$ cat src/source/rv_consts.svh
`ifndef RV_CONSTS_SVH
`define RV_CONSTS_SVH

// data path width
`define XLEN 64

// general registers, x0 included
`define REG_COUNT 32

`define RESET_PC 64'h0000_0000_8000_0000

// exit code when decode finds no match
`define ILLEGAL_EXIT 64'hffff_ffff_ffff_ffff

`endif

$ cat src/source/rv_pkg.sv
package rv_pkg;

  // one value per supported instruction
  typedef enum logic [5:0] {
    op_add,
    op_sub,
    op_and,
    op_or,
    op_xor,
    op_sll,
    op_srl,
    op_sra,
    op_slt,
    op_addi,
    op_andi,
    op_ori,
    op_xori,
    op_slti,
    op_slli,
    op_srli,
    op_srai,
    op_addw,
    op_addiw,
    op_lui,
    op_auipc,
    op_jal,
    op_jalr,
    op_beq,
    op_bne,
    op_ld,
    op_lw,
    op_lbu,
    op_sd,
    op_sw,
    op_sb,
    op_ebreak,
    op_illegal
  } op_e;

  typedef enum logic [3:0] {
    alu_add,
    alu_sub,
    alu_and,
    alu_or,
    alu_xor,
    alu_sll,
    alu_srl,
    alu_sra,
    alu_slt,
    alu_pass_b
  } alu_mode_e;

endpackage

$ cat src/source/rv_execute.sv
`timescale 1ns/1ps
`include "rv_consts.svh"

module rv_execute import rv_pkg::*; (
  input  op_e               op,
  input  logic [`XLEN-1:0]  pc,
  input  logic [`XLEN-1:0]  src1,
  input  logic [`XLEN-1:0]  src2,
  input  logic [`XLEN-1:0]  imm,
  output logic [`XLEN-1:0]  alu_out,
  output logic [`XLEN-1:0]  next_pc
);

  alu_mode_e        mode;
  logic             use_imm;
  logic             taken;
  logic [`XLEN-1:0] opnd_a;
  logic [`XLEN-1:0] opnd_b;
  logic [`XLEN-1:0] alu_res;
  logic [`XLEN-1:0] snpc;
  logic [`XLEN-1:0] branch_target;

  always_comb begin
    mode    = alu_add;
    use_imm = 1'b1;
    case (op)
      op_add, op_addw: use_imm = 1'b0;
      op_sub: begin
        mode    = alu_sub;
        use_imm = 1'b0;
      end
      op_and: begin
        mode    = alu_and;
        use_imm = 1'b0;
      end
      op_or: begin
        mode    = alu_or;
        use_imm = 1'b0;
      end
      op_xor: begin
        mode    = alu_xor;
        use_imm = 1'b0;
      end
      op_sll: begin
        mode    = alu_sll;
        use_imm = 1'b0;
      end
      op_srl: begin
        mode    = alu_srl;
        use_imm = 1'b0;
      end
      op_sra: begin
        mode    = alu_sra;
        use_imm = 1'b0;
      end
      op_slt: begin
        mode    = alu_slt;
        use_imm = 1'b0;
      end
      // equality through the subtractor
      op_beq, op_bne: begin
        mode    = alu_sub;
        use_imm = 1'b0;
      end
      op_andi: mode = alu_and;
      op_ori:  mode = alu_or;
      op_xori: mode = alu_xor;
      op_slti: mode = alu_slt;
      op_slli: mode = alu_sll;
      op_srli: mode = alu_srl;
      op_srai: mode = alu_sra;
      op_lui:  mode = alu_pass_b;
      default: mode = alu_add;
    endcase
  end

  assign opnd_a = (op == op_auipc || op == op_jal) ? pc : src1;
  assign opnd_b = use_imm ? imm : src2;

  always_comb begin
    case (mode)
      alu_sub:    alu_res = opnd_a - opnd_b;
      alu_and:    alu_res = opnd_a & opnd_b;
      alu_or:     alu_res = opnd_a | opnd_b;
      alu_xor:    alu_res = opnd_a ^ opnd_b;
      alu_sll:    alu_res = opnd_a << opnd_b[5:0];
      alu_srl:    alu_res = opnd_a >> opnd_b[5:0];
      alu_sra:    alu_res = $signed(opnd_a) >>> opnd_b[5:0];
      alu_slt:    alu_res = {{(`XLEN-1){1'b0}}, $signed(opnd_a) < $signed(opnd_b)};
      alu_pass_b: alu_res = opnd_b;
      default:    alu_res = opnd_a + opnd_b;
    endcase
  end

  // word ops keep the low half, sign-extended
  assign alu_out = (op == op_addw || op == op_addiw) ?
                   {{(`XLEN-32){alu_res[31]}}, alu_res[31:0]} : alu_res;

  assign snpc          = pc + `XLEN'(4);
  assign branch_target = pc + imm;
  assign taken = (op == op_beq && alu_out == '0) || (op == op_bne && alu_out != '0);

  always_comb begin
    case (op)
      op_jal:  next_pc = alu_out;
      op_jalr: next_pc = {alu_out[`XLEN-1:1], 1'b0};
      default: next_pc = taken ? branch_target : snpc;
    endcase
  end

endmodule

$ cat config.mk
export PLATFORM = sky130hd
export DESIGN_NAME = rv_execute
export DESIGN_NICKNAME = d
export VERILOG_FILES = /design/src/source/rv_pkg.sv /design/src/source/rv_execute.sv
export VERILOG_INCLUDE_DIRS = /design/src /design/src/source
export SDC_FILE = /design/constraint.sdc
export NUM_CORES = 2
export LEC_CHECK = 0
export BUFFER_PORTS_ARGS = -buffer_cell sky130_fd_sc_hd__buf_2
export CAP_MARGIN = 10
export CORE_ASPECT_RATIO = 0.7
export CORE_MARGIN = 10
export CORE_UTILIZATION = 30
export DETAILED_ROUTE_END_ITERATION = 16
export SLEW_MARGIN = 20
export SYNTH_ARGS = -nofsm -noshare
export SYNTH_HDL_FRONTEND = slang
export SYNTH_SLANG_ARGS = --single-unit
$ cat constraint.sdc
create_clock -name vclk -period 14.75
set_input_delay 2.2125 -clock vclk [all_inputs]
set_output_delay 2.2125 -clock vclk [all_outputs]
set_load 0.05 [all_outputs]
==> impl_metrics.ini <==
[status]
status = finished, final reports clean

[floorplan]
ios = 390
die_area_sq_um = 113000
die_height_um = 284
dieWidth_um = 398
num_rows = 96
initial_utilization_pct = 30.4
core_sq_um = 98500

[finish]
seqCellArea_sq_um = 0
drive_above_1_share_pct = 18.1
n_sequential_cell = 0
nFillCells = 11000
clock_buffers = 0
mostFrequentLayoutCells = nor2_1, nand2_1, buf_2, a21oi_1, mux2i_1
areaGrowthSynthToFinish_pct = 13.6
fin_nets = 5303
final_common_cell = nor2_1

[clock_tree]
cts_hold_buf = 0
cts_setup_buffers = 0
cts_resized = 0

[min_path]
min_path_type = in2out

[setup_path]
critPathSlowestCell = nor2_4
arrival_ns = 12.32
critPathTopFamily = simple AND/OR/NAND/NOR gates
critPathMostFrequentCell = buf_4
path_class = in2out
crit_path_end_kind = output port
path_buf_inv = 7
path_max_fanout = 46
crit_path_start_kind = input pin
crit_chain = buf_2, nand4bb_1, nor2_4, buf_4, mux2_2, inv_1, mux2i_1, mux2i_1, nand2b_1, a21oi_1, a2111oi_0, a21o_1, a22o_1, a221oi_1, buf_4, nor4_1, buf_4, nand4_1, nor4b_2, and3_1, mux2i_4, buf_12, a221o_1, buf_2
required_ns = 12.54
cp_slowest_stage_delay_ns = 0.81

[global_route]
grt_pass1_vias = 39900
grt.overflow.total = 0
grt_max_degree = 80
grt_first_pass_wirelength_um = 343000
antenna_found_initial = 22
grt_usage_pct = 41.8

[sta]
tightestPinTransition_ns = 1.41
max-slew-margin-rel_pct = 5.67
period_share_pct = 98.5
slew_viol_final = 0
finalHoldViolCount = 0
setup-tns-final_ns = 0
setup_viol = 0
fmax_mhz = 68.8
rsz0062_at_grt = no
period_needed_ns = 14.53

[synth]
yosys.area.top_type = ha_1
yosys-top-cells-area = ha_1, mux2i_1, a21oi_1, nor2_1, nand2_1
synth_cell_types = 103
synth_top_area_share_pct = 10.6
syn-instance-count = 4517
yosysWarnings = 0
synth_area_sq_um = 30000
syn-num-nets = 5035
synth_area_per_cell_sq_um = 6.63
yosysSeqAreaShare_pct = 0

[drt]
drtIter0Drc = 7494
wl_um = 255000
wl_per_cell_um = 41.7
vias_per_cell = 7.19
ant_nets = 0
vias = 44000
first_pass_iters = 10
drc = 0

[place]
io_buffer_count = 390
dp_hpwl_um = 207000
gp_congestion = 1.08

[run]
cap_violations = 0
==> cell families (layout without fill, tap and decap cells) <==
kind of cell | count (synthesis) | in the layout | share of synthesized area, %
AND/OR/NAND/NOR | 1448 | 1448 | 22.6
adder cells (fa/ha/maj) | 256 | 256 | 10.8
XOR/XNOR | 164 | 164 | 4.84
multiplexers | 411 | 411 | 14.7
AO/OA/AOI/OAI | 1674 | 1674 | 39.3
buffers and inverters | 564 | 830 | 7.75
other | 0 | 17 | 0
==> metrics by stage <==
stage,setup WS (ns),instances,hold slack (ns),util (%),cell area [sq um]
3_3_place_gp,1.03,6105,4.94,34.5,34000
4_1_cts,0.904,6105,4.94,34.5,34000
6_report,0.220,6123,4.94,34.6,34000
5_1_grt,0.352,6108,4.97,34.5,34000
3_5_place_dp,0.914,6105,4.94,34.5,34000
2_1_floorplan,1.32,4517,4.70,-,30000
==> cell type report <==
| cell class | instances | area (sq um) | area share (%) |
|---|---|---|---|
| Inverter | 244 | 923 | 2.71 |
| Multi-Input combinational cell | 3953 | 27900 | 82.0 |
| Tap cell | 1323 | 1660 | 4.86 |
| Timing Repair Buffer | 586 | 3520 | 10.3 |
| Antenna cell | 17 | 42.5 | 0.125 |
==> final timing paths <==
kind | start | to | cells past startpoint
min | pc[1] | next_pc[1] | 4
max | op[2] | next_pc[0] | 24
==> cell usage after synthesis, drive strengths merged (32+ instances only) <==
library cell,n
nor4,67
nand4,62
o22ai,87
a21o,76
nor2,442
inv,241
a211oi,77
o211ai,62
nor3,97
buf,115
a221oi,124
mux2i,281
o21bai,64
a22oi,49
ha,253
a31oi,67
nand3,145
o21ai,249
and3,42
a21oi,384
nand2,411
clkbuf,205
nand2b,32
mux2,121
nor2b,43
o221ai,73
o31ai,35
xor2,66
xnor2,98
==> tightest hold or removal path, stage by stage <==
cell and delay [ns]:
buf_2 0.12, inv_1 0.09, a221oi_1 0.09, buf_2 0.21
==> metal layers <==
layer  track usage, %  wire length [um]
met5            0.435               157
met4             24.9             20100
met3             15.4             36000
met2             59.2            100000
met1             53.3             98900
