--- src/source/rv_consts.svh ---
`ifndef RV_CONSTS_SVH
`define RV_CONSTS_SVH

// data path width
`define XLEN 64

// general registers, x0 included
`define REG_COUNT 32

`define RESET_PC 64'h0000_0000_8000_0000

// exit code when decode finds no match
`define ILLEGAL_EXIT 64'hffff_ffff_ffff_ffff

`endif

--- src/source/rv_pkg.sv ---
package rv_pkg;

  // one value per supported instruction
  typedef enum logic [5:0] {
    op_add,
    op_sub,
    op_and,
    op_or,
    op_xor,
    op_sll,
    op_srl,
    op_sra,
    op_slt,
    op_addi,
    op_andi,
    op_ori,
    op_xori,
    op_slti,
    op_slli,
    op_srli,
    op_srai,
    op_addw,
    op_addiw,
    op_lui,
    op_auipc,
    op_jal,
    op_jalr,
    op_beq,
    op_bne,
    op_ld,
    op_lw,
    op_lbu,
    op_sd,
    op_sw,
    op_sb,
    op_ebreak,
    op_illegal
  } op_e;

  typedef enum logic [3:0] {
    alu_add,
    alu_sub,
    alu_and,
    alu_or,
    alu_xor,
    alu_sll,
    alu_srl,
    alu_sra,
    alu_slt,
    alu_pass_b
  } alu_mode_e;

endpackage

--- src/source/rv_decode.sv ---
`timescale 1ns/1ps
`include "rv_consts.svh"

module rv_decode import rv_pkg::*; (
  input  logic [31:0]       instr,
  output op_e               op,
  output logic [4:0]        rd,
  output logic [4:0]        rs1,
  output logic [4:0]        rs2,
  output logic [`XLEN-1:0]  imm
);

  logic [6:0]       opcode;
  logic [2:0]       funct3;
  logic [6:0]       funct7;
  logic [`XLEN-1:0] imm_i;
  logic [`XLEN-1:0] imm_s;
  logic [`XLEN-1:0] imm_b;
  logic [`XLEN-1:0] imm_u;
  logic [`XLEN-1:0] imm_j;
  logic [`XLEN-1:0] imm_sh;

  assign opcode = instr[6:0];
  assign funct3 = instr[14:12];
  assign funct7 = instr[31:25];

  assign imm_i = {{(`XLEN-12){instr[31]}}, instr[31:20]};
  assign imm_s = {{(`XLEN-12){instr[31]}}, instr[31:25], instr[11:7]};
  assign imm_b = {{(`XLEN-13){instr[31]}}, instr[31], instr[7], instr[30:25],
                  instr[11:8], 1'b0};
  assign imm_u = {{(`XLEN-32){instr[31]}}, instr[31:12], 12'b0};
  assign imm_j = {{(`XLEN-21){instr[31]}}, instr[31], instr[19:12], instr[20],
                  instr[30:21], 1'b0};
  // rv64 shamt is six bits
  assign imm_sh = {{(`XLEN-6){1'b0}}, instr[25:20]};

  always_comb begin
    op  = op_illegal;
    imm = '0;
    rd  = instr[11:7];
    rs1 = instr[19:15];
    rs2 = instr[24:20];
    case (opcode)
      7'b0110011: begin
        case ({funct7, funct3})
          10'b0000000_000: op = op_add;
          10'b0100000_000: op = op_sub;
          10'b0000000_001: op = op_sll;
          10'b0000000_010: op = op_slt;
          10'b0000000_100: op = op_xor;
          10'b0000000_101: op = op_srl;
          10'b0100000_101: op = op_sra;
          10'b0000000_110: op = op_or;
          10'b0000000_111: op = op_and;
          default: op = op_illegal;
        endcase
      end
      7'b0010011: begin
        imm = imm_i;
        case (funct3)
          3'b000: op = op_addi;
          3'b010: op = op_slti;
          3'b100: op = op_xori;
          3'b110: op = op_ori;
          3'b111: op = op_andi;
          3'b001: begin
            imm = imm_sh;
            if (instr[31:26] == 6'b000000) op = op_slli;
          end
          3'b101: begin
            imm = imm_sh;
            if (instr[31:26] == 6'b000000) op = op_srli;
            else if (instr[31:26] == 6'b010000) op = op_srai;
          end
          default: op = op_illegal;
        endcase
      end
      7'b0111011: if ({funct7, funct3} == 10'b0) op = op_addw;
      7'b0011011: begin
        imm = imm_i;
        if (funct3 == 3'b000) op = op_addiw;
      end
      7'b0110111: begin
        op  = op_lui;
        imm = imm_u;
      end
      7'b0010111: begin
        op  = op_auipc;
        imm = imm_u;
      end
      7'b1101111: begin
        op  = op_jal;
        imm = imm_j;
      end
      7'b1100111: begin
        imm = imm_i;
        if (funct3 == 3'b000) op = op_jalr;
      end
      7'b1100011: begin
        imm = imm_b;
        if (funct3 == 3'b000) op = op_beq;
        else if (funct3 == 3'b001) op = op_bne;
      end
      7'b0000011: begin
        imm = imm_i;
        if (funct3 == 3'b011) op = op_ld;
        else if (funct3 == 3'b010) op = op_lw;
        else if (funct3 == 3'b100) op = op_lbu;
      end
      7'b0100011: begin
        imm = imm_s;
        if (funct3 == 3'b011) op = op_sd;
        else if (funct3 == 3'b010) op = op_sw;
        else if (funct3 == 3'b000) op = op_sb;
      end
      7'b1110011: begin
        // a0 goes out on the rs1 port for the exit code
        if (instr == 32'h0010_0073) begin
          op  = op_ebreak;
          rs1 = 5'd10;
        end
      end
      default: op = op_illegal;
    endcase
  end

endmodule

--- config.mk ---
export PLATFORM = sky130hd
export DESIGN_NAME = rv_decode
export DESIGN_NICKNAME = d
export VERILOG_FILES = /design/src/source/rv_pkg.sv /design/src/source/rv_decode.sv
export VERILOG_INCLUDE_DIRS = /design/src /design/src/source
export SDC_FILE = /design/constraint.sdc
export NUM_CORES = 1
export LEC_CHECK = 0
export ABC_AREA = 0
export BUFFER_PORTS_ARGS = -buffer_cell sky130_fd_sc_hd__buf_2
export CORE_MARGIN = 3
export CORE_UTILIZATION = 40
export DETAILED_ROUTE_END_ITERATION = 12
export PLACE_DENSITY_LB_ADDON = 0.05
export SYNTH_ARGS = -nofsm -noshare
export SYNTH_HDL_FRONTEND = slang
export SYNTH_SLANG_ARGS = --single-unit
--- constraint.sdc ---
create_clock -name vclk -period 1.75
set_input_delay 0.0875 -clock vclk [all_inputs]
set_output_delay 0.0875 -clock vclk [all_outputs]
set_load 0.02 [all_outputs]
==> impl_results.md <==
- Routed wire per std cell: 14.89 um
- Status: completed
- Largest net degree at the start of global routing: 34
- Initial antenna violation count: 0
- Total GRT Usage: 21.79%
- Gpl congestion: ~0.92
- Num sequential: 0
- Die Y: between 70 and 80 um
- Gr ovfl total: 0
- Rel. slew slack: 66.87%
- Die ar.: 4980 sq um
- IO Pins: ~120
- Die Width: 70.57 um
- Multi-input logic area: 1254 sq um
- Register area: 0 sq um
- Kind of critical path: input pin to primary output
- Area growth syn-to-layout: 35.48%
- Dpl ws: 8.894 ps
- Number of iterations in the first detailed-routing pass: 4
- Clock buffers: 0
- Syn Nets: 292
- Layout cell share with drive strength beyond 1: 50.99%
- Vias per cell: roughly 5.5
- DRC viols: 0
- Worst slew pin tran: 493.2 ps
- Leak pwr: 1.290 nW
- IO Port Bufs: 117
- CP Data Required Time: about 1700 ps
- Synth Area per Inst: 6.415 sq um
- Most frequent cells in the layout: buf_2 (115), buf_4 (39), nand2_1 (25)
- PD cells: about 190 nW/um^2
- Crit path max fanout: 16
- Gate Count Post-Synth: 260
- CP Capture Type: primary output
- Syn Std Cell Area: 1668 sq um
- Yosys warnings: 0
- Distinct cell type count of the synthesized netlist: just under 60
- Hold Crit Class: input pin to primary output
- Via Count: 2210
- Core area: 3826 sq um
- Antenna-violating nets left: 0
- Site Rows: 22
- Number of global-route vias before repair: approximately 1900
- Routed Wire Length: 6000 um
- First-pass GRT wire length: between 9000 and 10000 um
- Fin crit share: 95.62%
- Drt initial violations: 150
- Max Cap Viol: 0
- CP Data Arrival Time: 1590 ps
- Crit path time final: roughly 1700 ps
- Final Power: 428.6 uW
- Setup TNS Final: 0 ps
- Max-slew violations: 0
- Peak Freq: between 500 and 600 MHz
- Sequential-to-total area share from yosys stat: 0%
- # setup viols final: 0
- Final antenna diode count: 0
- Commonest non-fill, non-tap cell in the layout: buf_2
- Final net count: 389
- FILL cells: 393
- Detail Placement HPWL: 4886 um
- Hold violation count in the final report: 0
- Worst VDD drop: slightly above 0.1 mV
- Crit path launch type: input pin
- Worst path setup slack after routing: 76.67 ps
- Initial Util: 43.59%
cells by family (layout without fill, tap and decap cells):
group	count (synthesis)	after routing	synth area share [%]
muxes	1	1	0.6002
buffers and inverters	68	163	27.08
xor gates and xnor gates	2	2	1.050
and+or+nand+nor	124	124	43.96
AOI/OAI and AO/OA	65	65	27.31
report_power, final:
| part | internal [mW] | switching [mW] | leakage, nW | total (mW) |
|---|---|---|---|---|
| combinational | 0.169 | 0.260 | 1.29 | 0.429 |
| sequential | 0 | 0 | 0 | 0 |
| clock | 0 | 0 | 0 | 0 |
| total | 0.169 | 0.260 | 1.29 | 0.429 |
repair_timing:
| action | in CTS | in global routing |
|---|---|---|
| setup endpoints to repair | 0 | 55 |
| buffers inserted | 0 | 1 |
| resized for setup | 0 | 10 |
| hold buffers | 0 | 0 |
final timing paths:
check,end,start,cells after the start,slack [ps]
setup / recovery,imm[2],instr[2],9,80
hold / removal,rs1[0],instr[15],2,430
cell usage after synthesis (3+ instances only):
library cell,number,area [sq um]
o21ai_1,3,15.01
a31oi_1,10,62.56
buf_4,44,330.3
inv_2,3,11.26
nand4_1,5,31.28
o22ai_1,3,18.77
o21ai_0,5,25.02
buf_2,7,35.03
and3_1,4,25.02
nor3_1,13,65.06
nand3_1,22,110.1
a21o_1,8,60.06
buf_6,3,33.78
clkbuf_1,8,30.03
nor2b_1,9,56.30
a21oi_1,13,65.06
nor4_1,4,25.02
nand2_1,25,93.84
a22o_1,5,43.79
nor2_1,14,52.55
worst max-delay path, cell delays in order:
cell     delay, ps
buf_2          110
buf_4          200
nor2_1          70
nand2_1        140
nor3_2          50
buf_4          160
or3_4          410
a22o_1         200
buf_2          160
area by class of cell:
type / count / area share [%]
well taps: 48 / 2.658
repair buffers: 158 / 41.03
inverters: 5 / 0.8306
multi-input cells: 192 / 55.48
per-layer routing:
layer  wire length, um  global-route usage, %  part of all wire [%]  vias up
met5                 0                      0                     0        -
met4                85                  3.132                   1.4        0
met3               521                  2.131                   8.7        8
met2              2805                  36.80                    47      107
met1              2587                  30.70                    43      993
li1                  -                      -                     -     1102
through the flow:
step | util (%) | hold WS [ps] | area (sq um) | std cells
final | 59.06 | 426.5 | 2260 | 403
after detailed placement | 57.68 | 428.1 | 2207 | 402
after floorplan | - | 287.6 | 1669 | 260
after CTS | 57.68 | 428.9 | 2207 | 402
after global routing | 59.06 | 448.6 | 2260 | 403
after global placement | 57.68 | 426.1 | 2207 | 402
(Power assumes the default switching activity.)
