**config.mk**
```make
export PLATFORM = sky130hd
export DESIGN_NAME = rv_result
export DESIGN_NICKNAME = d
export VERILOG_FILES = /design/src/source/rv_pkg.sv /design/src/source/rv_result.sv
export VERILOG_INCLUDE_DIRS = /design/src /design/src/source
export SDC_FILE = /design/constraint.sdc
export NUM_CORES = 1
export LEC_CHECK = 0
export ABC_CLOCK_PERIOD_IN_PS = 2400
export BUFFER_PORTS_ARGS = -buffer_cell sky130_fd_sc_hd__buf_4
export CAP_MARGIN = 20
export CORE_AREA = 3 3 205 207
export DETAILED_ROUTE_END_ITERATION = 16
export DIE_AREA = 0 0 208 210
export GPL_TIMING_DRIVEN = 0
export MAX_ROUTING_LAYER = met4
export PLACE_DENSITY = 0.34
export SETUP_SLACK_MARGIN = 0.02
export SLEW_MARGIN = 20
export SYNTH_ARGS = -nofsm -noshare
export SYNTH_HDL_FRONTEND = slang
export SYNTH_SLANG_ARGS = --single-unit
```
**constraint.sdc**
```tcl
create_clock -name vclk -period 2.4
set_input_delay 0.24 -clock vclk [all_inputs]
set_output_delay 0.24 -clock vclk [all_outputs]
set_load 0.05 [all_outputs]
```
**src/source/rv_consts.svh**
```systemverilog
`ifndef RV_CONSTS_SVH
`define RV_CONSTS_SVH

// data path width
`define XLEN 64

// general registers, x0 included
`define REG_COUNT 32

`define RESET_PC 64'h0000_0000_8000_0000

// exit code when decode finds no match
`define ILLEGAL_EXIT 64'hffff_ffff_ffff_ffff

`endif

```
**src/source/rv_pkg.sv**
```systemverilog
package rv_pkg;

  // one value per supported instruction
  typedef enum logic [5:0] {
    op_add,
    op_sub,
    op_and,
    op_or,
    op_xor,
    op_sll,
    op_srl,
    op_sra,
    op_slt,
    op_addi,
    op_andi,
    op_ori,
    op_xori,
    op_slti,
    op_slli,
    op_srli,
    op_srai,
    op_addw,
    op_addiw,
    op_lui,
    op_auipc,
    op_jal,
    op_jalr,
    op_beq,
    op_bne,
    op_ld,
    op_lw,
    op_lbu,
    op_sd,
    op_sw,
    op_sb,
    op_ebreak,
    op_illegal
  } op_e;

  typedef enum logic [3:0] {
    alu_add,
    alu_sub,
    alu_and,
    alu_or,
    alu_xor,
    alu_sll,
    alu_srl,
    alu_sra,
    alu_slt,
    alu_pass_b
  } alu_mode_e;

endpackage

```
**src/source/rv_result.sv**
```systemverilog
`timescale 1ns/1ps
`include "rv_consts.svh"

module rv_result import rv_pkg::*; (
  input  op_e               op,
  input  logic [`XLEN-1:0]  alu_out,
  input  logic [`XLEN-1:0]  pc,
  input  logic [`XLEN-1:0]  imm,
  input  logic [`XLEN-1:0]  src2,
  input  logic              halted,
  input  logic [`XLEN-1:0]  data_rdata,
  output logic [`XLEN-1:0]  data_addr,
  output logic [`XLEN-1:0]  data_wdata,
  output logic [7:0]        data_wmask,
  output logic              mem_write,
  output logic [`XLEN-1:0]  wb_data,
  output logic              wb_enable
);

  logic [2:0]       offset;
  logic [7:0]       store_mask;
  logic [31:0]      load_word;
  logic [`XLEN-1:0] load_byte;
  logic [`XLEN-1:0] load_data;
  logic             writes_reg;

  assign data_addr = alu_out;
  assign offset    = alu_out[2:0];

  // place the source lane at its byte offset
  always_comb begin
    case (op)
      op_sb: begin
        data_wdata = {{(`XLEN-8){1'b0}}, src2[7:0]} << {offset, 3'b000};
        store_mask = 8'h01 << offset;
      end
      op_sw: begin
        data_wdata = {{(`XLEN-32){1'b0}}, src2[31:0]} << {offset[2], 5'b00000};
        store_mask = 8'h0f << {offset[2], 2'b00};
      end
      op_sd: begin
        data_wdata = src2;
        store_mask = 8'hff;
      end
      default: begin
        data_wdata = src2;
        store_mask = 8'h00;
      end
    endcase
  end

  assign mem_write  = (store_mask != 8'h00) && !halted;
  assign data_wmask = mem_write ? store_mask : 8'h00;

  // load lanes
  assign load_word = offset[2] ? data_rdata[63:32] : data_rdata[31:0];
  assign load_byte = {{(`XLEN-8){1'b0}}, data_rdata[{offset, 3'b000} +: 8]};

  always_comb begin
    case (op)
      op_lw:   load_data = {{(`XLEN-32){load_word[31]}}, load_word};
      op_lbu:  load_data = load_byte;
      default: load_data = data_rdata;
    endcase
  end

  always_comb begin
    writes_reg = 1'b1;
    case (op)
      op_ld, op_lw, op_lbu: wb_data = load_data;
      op_jal, op_jalr:      wb_data = pc + `XLEN'(4);
      op_lui:               wb_data = imm;
      op_beq, op_bne, op_sd, op_sw, op_sb, op_ebreak, op_illegal: begin
        wb_data    = alu_out;
        writes_reg = 1'b0;
      end
      default:              wb_data = alu_out;
    endcase
  end

  assign wb_enable = writes_reg && !halted;

endmodule

```
==> results of run 1 <==
==> stage by stage <==
step | power [uW] | setup WS, ns | cells
2_1_floorplan | 1350 | -0.355 | 788
3_3_place_gp | 2460 | -1.24 | 1837
3_5_place_dp | 2460 | -1.27 | 1837
4_1_cts | 2520 | 0.0204 | 1861
5_1_grt | 2670 | 0.00494 | 1877
6_report | 2550 | 0.0510 | 1878
==> cell type report <==
cell class                      instances  area, sq um
Multi-Input combinational cell        619         5020
Timing Repair Buffer                  556         4290
Tap cell                              532          666
Fill cell                            4519        29500
Antenna cell                            5         12.5
Buffer                                127          956
Inverter                               39          146
==> cells in the mapped netlist, types with 13 or more instances <==
cell type,number,area [sq um]
a21oi_1,47,235
a221oi_1,18,158
a222oi_1,42,420
a22o_1,32,280
buf_4,65,488
clkbuf_1,48,180
inv_1,39,146
mux4_2,16,360
nand2_1,82,308
nand3_1,30,150
nand4_1,16,100
nor2_1,46,173
nor3_1,18,90.1
o211ai_1,14,105
o21ai_0,53,265
o21ai_1,13,65.1
xnor2_1,34,298
xor2_1,19,166
==> report_power, final <==
group	leakage (uW)	switching [uW]	internal, uW
registers	0	0	0
logic	0.00498	1550	997
clock network	0.0000000293	0	0.000210
total	0.00498	1550	997
==> per-layer routing <==
metal | vias to the layer above | wire [um] | global-route usage
li1 | 4081 | - | -
met1 | 4364 | 20100 | 0.256
met2 | 461 | 28300 | 0.443
met3 | 22 | 3480 | 0.0400
met4 | 0 | 669 | 0.0209
met5 | - | 0 | -
==> worst max-delay path: stages <==
cell and delay [ns]:
buf_4 0.14, buf_8 0.14, a21o_1 0.16, nand2_2 0.10
o2111ai_4 0.28, clkbuf_8 0.25, a222oi_1 0.41, o211ai_1 0.18
buf_6 0.19
==> placed cells by master, fill, tap and decap left out, types with 14 or more instances in the layout <==
master    netlist  layout
buf_4          65     609
nand2_1        82      79
a222oi_1       42      42
inv_1          39      38
nor2_1         46      37
xnor2_1        34      33
a21oi_1        47      33
a22o_1         32      32
o21ai_2         0      30
o21ai_0        53      29
nand3_1        30      24
clkbuf_4        0      18
xor2_1         19      18
nand4_1        16      16
buf_6           0      16
a221oi_1       18      16
mux4_2         16      16
o211ai_1       14      14
==> what timing repair did <==
action                     CTS  global route
gates resized for setup    130            84
setup endpoints to repair  135           110
pin swaps                   24            21
cloned                       1             1
buffers inserted            27            11
==> logic make-up after synthesis <==
group | after synthesis | share of synthesized area
AOI/OAI and AO/OA | 263 | 0.359
xor gates and xnor gates | 53 | 0.0881
adders and majority gates | 1 | 0.00238
buffers and inverters | 170 | 0.170
muxes | 37 | 0.111
and+or+nand+nor | 264 | 0.269
==> worst max-delay path by stage <==
stage,slack [ns],to,start
global route,0.005,wb_data[18],pc[5]
global placement,-1.24,wb_data[43],op[0]
CTS,0.02,wb_data[6],op[1]
floorplan,-0.35,wb_data[61],pc[49]
finish,0.05,wb_data[6],op[1]
detailed placement,-1.27,wb_data[43],op[0]
==> impl_metrics.yaml, run 1 <==
status:
  status: "complete, no violations"
global_route:
  grt_max_degree: 11
  track_usage: 0.230
  grt_pass1_wl_um: 71300
  grt_pass1_vias: 9097
  overflow: 0
  antenna_found_initial: 4
floorplan:
  die_w_um: 208
  rows: 74
  io_pins: 529
  fp.coreArea_sq_um: 40600
  die_y_um: 210
  initial_core_util: 0.130
  die_area_sq_um: 43700
worst_setup_path:
  cp-start-kind: "input pin"
  cp_data_arrival_time_ns: 2.11
  cp-end-kind: "output pin"
  cp.required_ns: 2.16
  criticalPathCategory: "in2out"
  cp_max_fo: 9
timing:
  layout_min_cycle_time_ns: 2.35
  hold_slack_ns: 0.737
  fmax_mhz: 426
  setup_viol_count_final: 0
  finalHoldViolations: 0
  fin_tns_setup_ns: 0
  relSlewSlack: 0.538
  rsz0062_at_grt: "yes"
  report.final.slew_viol_count: 0
  period_share: 0.979
  worst_pin_slew_ns: 0.692
logic_synthesis:
  syn_nets: 1116
  synthDistinctLibCells: 61
  yosysWarnings: 0
  seq_area_frac_synth: 0
  avgSynthCellArea_sq_um: 6.68
  syn_area_sq_um: 5270
  syn_inst: 788
layout:
  drive_above_1_share: 0.619
  final_util: 0.274
  syn2layout_area_growth_pct: 111
  fin_nets: 1671
  nClkBuffers: 0
  seq_cells: 0
  regArea_sq_um: 0
  final_area_sq_um: 11100
job:
  maxCapViolations: 0
detailed_routing:
  drc: 0
  firstDrtPassIters: 8
  antenna_left: 0
  via_per_inst: 4.75
  num_vias: 8928
  drt-total-wl_um: 52600
  drt_iter0_drc: 780
  wl_per_cell_um: 28.0
min_path:
  hold_class: "in2out"
  min-delay-start: "alu_out[1]"
  whs_path_depth: 2
  whs_endpoint: "data_addr[1]"
power_and_ir_drop:
  p_per_area_nw_per_um2: 230
  p_leak_uw: 0.00498
  ir_drop_mv: 0.0921
place:
  place_area_sq_um: 10000
  post-dp-hpwl_um: 45300
  port_buffers: 517
  gp_congestion: 0.855
clock_network:
  hold_buffers: 0
Power figures use the tool's default switching activity.
==> run 2, diff against run 1 <==
CELL_PAD_IN_SITES_DETAIL_PLACEMENT = 0   (was unset)
CELL_PAD_IN_SITES_GLOBAL_PLACEMENT = 1   (was unset)
CORE_AREA = 3 3 202 204   (was 3 3 205 207)
DIE_AREA = 0 0 205 207   (was 0 0 208 210)
GPL_ROUTABILITY_DRIVEN = 0   (was unset)
PLACE_DENSITY = unset   (was 0.34)
PLACE_DENSITY_LB_ADDON = 0.1   (was unset)
==> run 2 against run 1 <==
Compared with the run above:
- core utilization increased by 0.53 points
- critical endpoint unchanged
- sequential cell count unchanged
- die area decreased by 2.9%
- largest cell class unchanged
- final area decreased by 0.81%
==> impl_metrics.yaml, run 2 (synthesis gave the netlist of run 1 again) <==
floorplan:
  die_y_um: 207
  initial_core_util: 0.133
  die_w_um: 205
  die_area_sq_um: 42400
  rows: 73
  io_pins: 529
  fp.coreArea_sq_um: 39500
worst_setup_path:
  crit_top_cell: "buf_6"
  path_cells: "buf_6, and2b_4, buf_4, o2111ai_4, clkbuf_8, a222oi_1, o211ai_1, buf_6"
  cp-end-kind: "output pin"
  criticalPathCategory: "in2out"
  slowest_delay_ns: 0.50
  cpMaxStageDelayCell: "a222oi_1"
  cp-start-kind: "input pin"
  critPathBufInv: 4
  cp_data_arrival_time_ns: 2.10
  cp_max_fo: 6
  critPathTopFamily: "compound AO/OA/AOI/OAI gates"
  cp.required_ns: 2.16
detailed_routing:
  via_per_inst: 4.69
  antenna_left: 0
  wl_per_cell_um: 27.0
  drt-total-wl_um: 50500
  firstDrtPassIters: 6
  drt_iter0_drc: 648
  drc: 0
  num_vias: 8788
timing:
  layout_min_cycle_time_ns: 2.34
  setup_viol_count_final: 0
  finalHoldViolations: 0
  fmax_mhz: 427
  setup_ws_ns: 0.0576
  period_share: 0.976
  relSlewSlack: 0.531
  worst_pin_slew_ns: 0.704
  report.final.slew_viol_count: 0
  rsz0062_at_grt: "yes"
status:
  status: "complete, no violations"
global_route:
  grt_max_degree: 11
  antenna_found_initial: 4
  grt_pass1_wl_um: 68200
  grt_pass1_vias: 9121
  track_usage: 0.228
  overflow: 0
power_and_ir_drop:
  p_leak_uw: 0.00496
  p_per_area_nw_per_um2: 231
  ir_drop_mv: 0.101
layout:
  final_area_sq_um: 11000
  fill_cells: 4417
  seq_cells: 0
  layout_commonest_cell: "buf_4"
  syn2layout_area_growth_pct: 109
  drive_above_1_share: 0.614
  nClkBuffers: 0
  fin_nets: 1673
  final_cell_mix: "buf_4, nand2_1, a222oi_1, inv_1, a21oi_1"
  regArea_sq_um: 0
place:
  post-dp-hpwl_um: 43600
  place_ws_ns: -1.16
  place_area_sq_um: 10000
  port_buffers: 517
job:
  maxCapViolations: 0
min_path:
  hold_class: "in2out"
clock_network:
  hold_buffers: 0
-- run 2: cell types whose count changed in the layout (fill, tap and decap cells not counted), sizes merged --
cell	delta
buf	+3
diode	-1
nor2	-1
-- run 2: report_power, final --
part	switching [uW]	internal (uW)
clock	0	0.000224
sequential	0	0
combinational	1540	1010
total	1540	1010
-- run 2: per-stage QoR --
| step | power [uW] | utilization | hold WS (ns) | setup TNS (ns) | instances |
|---|---|---|---|---|---|
| 6_report | 2540 | 0.279 | 0.736 | 0 | 1872 |
| 2_1_floorplan | 1350 | - | 0.647 | -2.63 | 788 |
| 5_1_grt | 2660 | 0.279 | 0.739 | -0.114 | 1872 |
| 3_3_place_gp | 2450 | 0.254 | 0.735 | -84.27 | 1830 |
| 4_1_cts | 2530 | 0.273 | 0.735 | -0.0133 | 1861 |
| 3_5_place_dp | 2450 | 0.254 | 0.735 | -88.94 | 1830 |
-- run 2: repair_timing --
item,4_1_cts,5_1_grt
endpoints found under the setup margin,134,69
pin swaps,28,20
resized for setup,140,51
setup buffers,35,8
-- run 2: final cells by class --
cell class / count / area, sq um / share of cell area
Multi-Input combinational cell: 618 / 4960 / 0.451
Inverter: 39 / 146 / 0.0133
Antenna cell: 4 / 10.0 / 0.000909
Buffer: 126 / 940 / 0.0854
Tap cell: 525 / 657 / 0.0597
Timing Repair Buffer: 560 / 4300 / 0.390
-- run 2: final timing paths --
path                  slack [ns]           end  depth (start not counted)  startpoint
worst min-delay path        0.74  data_addr[1]                          2  alu_out[1]
worst max-delay path        0.06    wb_data[6]                          8       op[5]
-- run 2: per-layer routing --
layer  vias up  global-route usage  wire length [um]
li1       4079                   -                 -
met1      4282               0.253             19400
met2       403               0.431             26800
met3        24              0.0409              3370
met4         0              0.0278               790
met5         -                   -                 0
==> run 3, diff against run 2 <==
PLACE_DENSITY = 0.56   (was unset)
PLACE_DENSITY_LB_ADDON = unset   (was 0.1)
==> run 3 against run 2 <==
Compared with the run above:
- via count grew 1.3%
- non-clock buffer count shrank 5
- combinational power is essentially flat
- sequential share of layout area is the same
- die area is the same
- critical path depth is the same
- routed wire length grew 0.53%
- maximum frequency shrank 0.23%
- total power is essentially flat
- critical path type unchanged
- largest cell class unchanged
==> impl_metrics.yaml, run 3 (synthesis gave the netlist of run 1 again) <==
detailed_routing:
  drt-total-wl_um: 50700
  drc: 0
  wl_per_cell_um: 27.1
  antenna_left: 0
  num_vias: 8903
  via_per_inst: 4.76
  firstDrtPassIters: 6
  drt_iter0_drc: 696
global_route:
  grt_pass1_wl_um: 69300
  use_met2: 0.432
  track_usage: 0.230
  met1_usage: 0.255
  antenna_found_initial: 7
  grt_pass1_vias: 9335
  top_usage_layer: "met2"
  overflow: 0
  grt_max_degree: 11
  use_met3: 0.0377
floorplan:
  die_w_um: 205
  io_pins: 529
  die_area_sq_um: 42400
  fp.coreArea_sq_um: 39500
  initial_core_util: 0.133
  die_y_um: 207
  rows: 73
min_path:
  hold_class: "in2out"
  min-delay-start: "alu_out[0]"
place:
  port_buffers: 517
  post-dp-hpwl_um: 43600
  dp_cells: 1830
timing:
  setup_viol_count_final: 0
  finalHoldViolations: 0
  fin_tns_setup_ns: 0
  hold_slack_ns: 0.736
  period_share: 0.978
  worst_pin_slew_ns: 0.683
  rsz0062_at_grt: "yes"
  relSlewSlack: 0.545
  report.final.slew_viol_count: 0
  fmax_mhz: 426
  layout_min_cycle_time_ns: 2.35
job:
  maxCapViolations: 0
worst_setup_path:
  cp.required_ns: 2.16
  criticalPathCategory: "in2out"
  cp-start-kind: "input pin"
  cp_max_fo: 10
  cp_data_arrival_time_ns: 2.11
  cp-startpoint: "op[5]"
  cp-end-kind: "output pin"
status:
  status: "complete, no violations"
power_and_ir_drop:
  p_leak_uw: 0.00494
  p_per_area_nw_per_um2: 231
  ir_drop_mv: 0.103
layout:
  layout.cells.non_filler: 1871
  seq_cells: 0
  final_cell_mix: "buf_4, nand2_1, a222oi_1, nor2_1, inv_1"
  final_util: 0.279
  drive_above_1_share: 0.614
  layout_commonest_cell: "buf_4"
  syn2layout_area_growth_pct: 109
  fin_nets: 1668
  nClkBuffers: 0
  regArea_sq_um: 0
## run 3: cell count changes in the layout (fill, tap and decap cells not counted), sizes merged
| cell | delta |
|---|---|
| diode | +4 |
| buf | -1 |
| clkbuf | -4 |
## run 3: area by class of cell
class / instances / area, sq um
fill: 4442 / 28500
multi-input combinational: 618 / 4960
timing repair buffer: 554 / 4260
buffer: 127 / 955
tap: 525 / 657
inverter: 39 / 146
antenna: 8 / 20.0
## run 3: critical path, stage by stage
cell      delay (ns)
buf_4           0.12
and2b_4         0.31
and3_4          0.24
o21ai_2         0.12
buf_6           0.17
a222oi_1        0.59
inv_1           0.12
buf_6           0.18
## run 3: stage by stage
step                      setup slack [ns]  cell area, sq um  total power, uW
after floorplan                     -0.355              5490             1350
after global placement               -1.35             10000             2450
after detailed placement             -1.04             10000             2450
after CTS                          -0.0265             10700             2520
after global routing              -0.00488             11000             2660
final                               0.0521             11000             2550
## run 3: path summary, 6_finish.rpt
path                         end  depth (start not counted)
hold / removal      data_addr[0]                          2
setup / recovery  data_wdata[53]                          8
## run 3: routing by layer
metal,vias to the layer above,share of wire,wire [um]
met4,0,0.023,1150
met1,4300,0.38,19400
li1,4084,-,-
met3,52,0.068,3440
met2,467,0.53,26700
met5,-,0,0
## run 3: power by group
group,internal [uW],switching (uW)
clock,0.000448,0
sequential,0,0
combinational,1000,1540
## run 3: repair_timing
action                     in CTS  in global routing
hold buffers                    0                  0
setup endpoints to repair     135                 83
gates resized for setup       133                 59
pin swaps                      23                 15
buffers inserted               27                 10
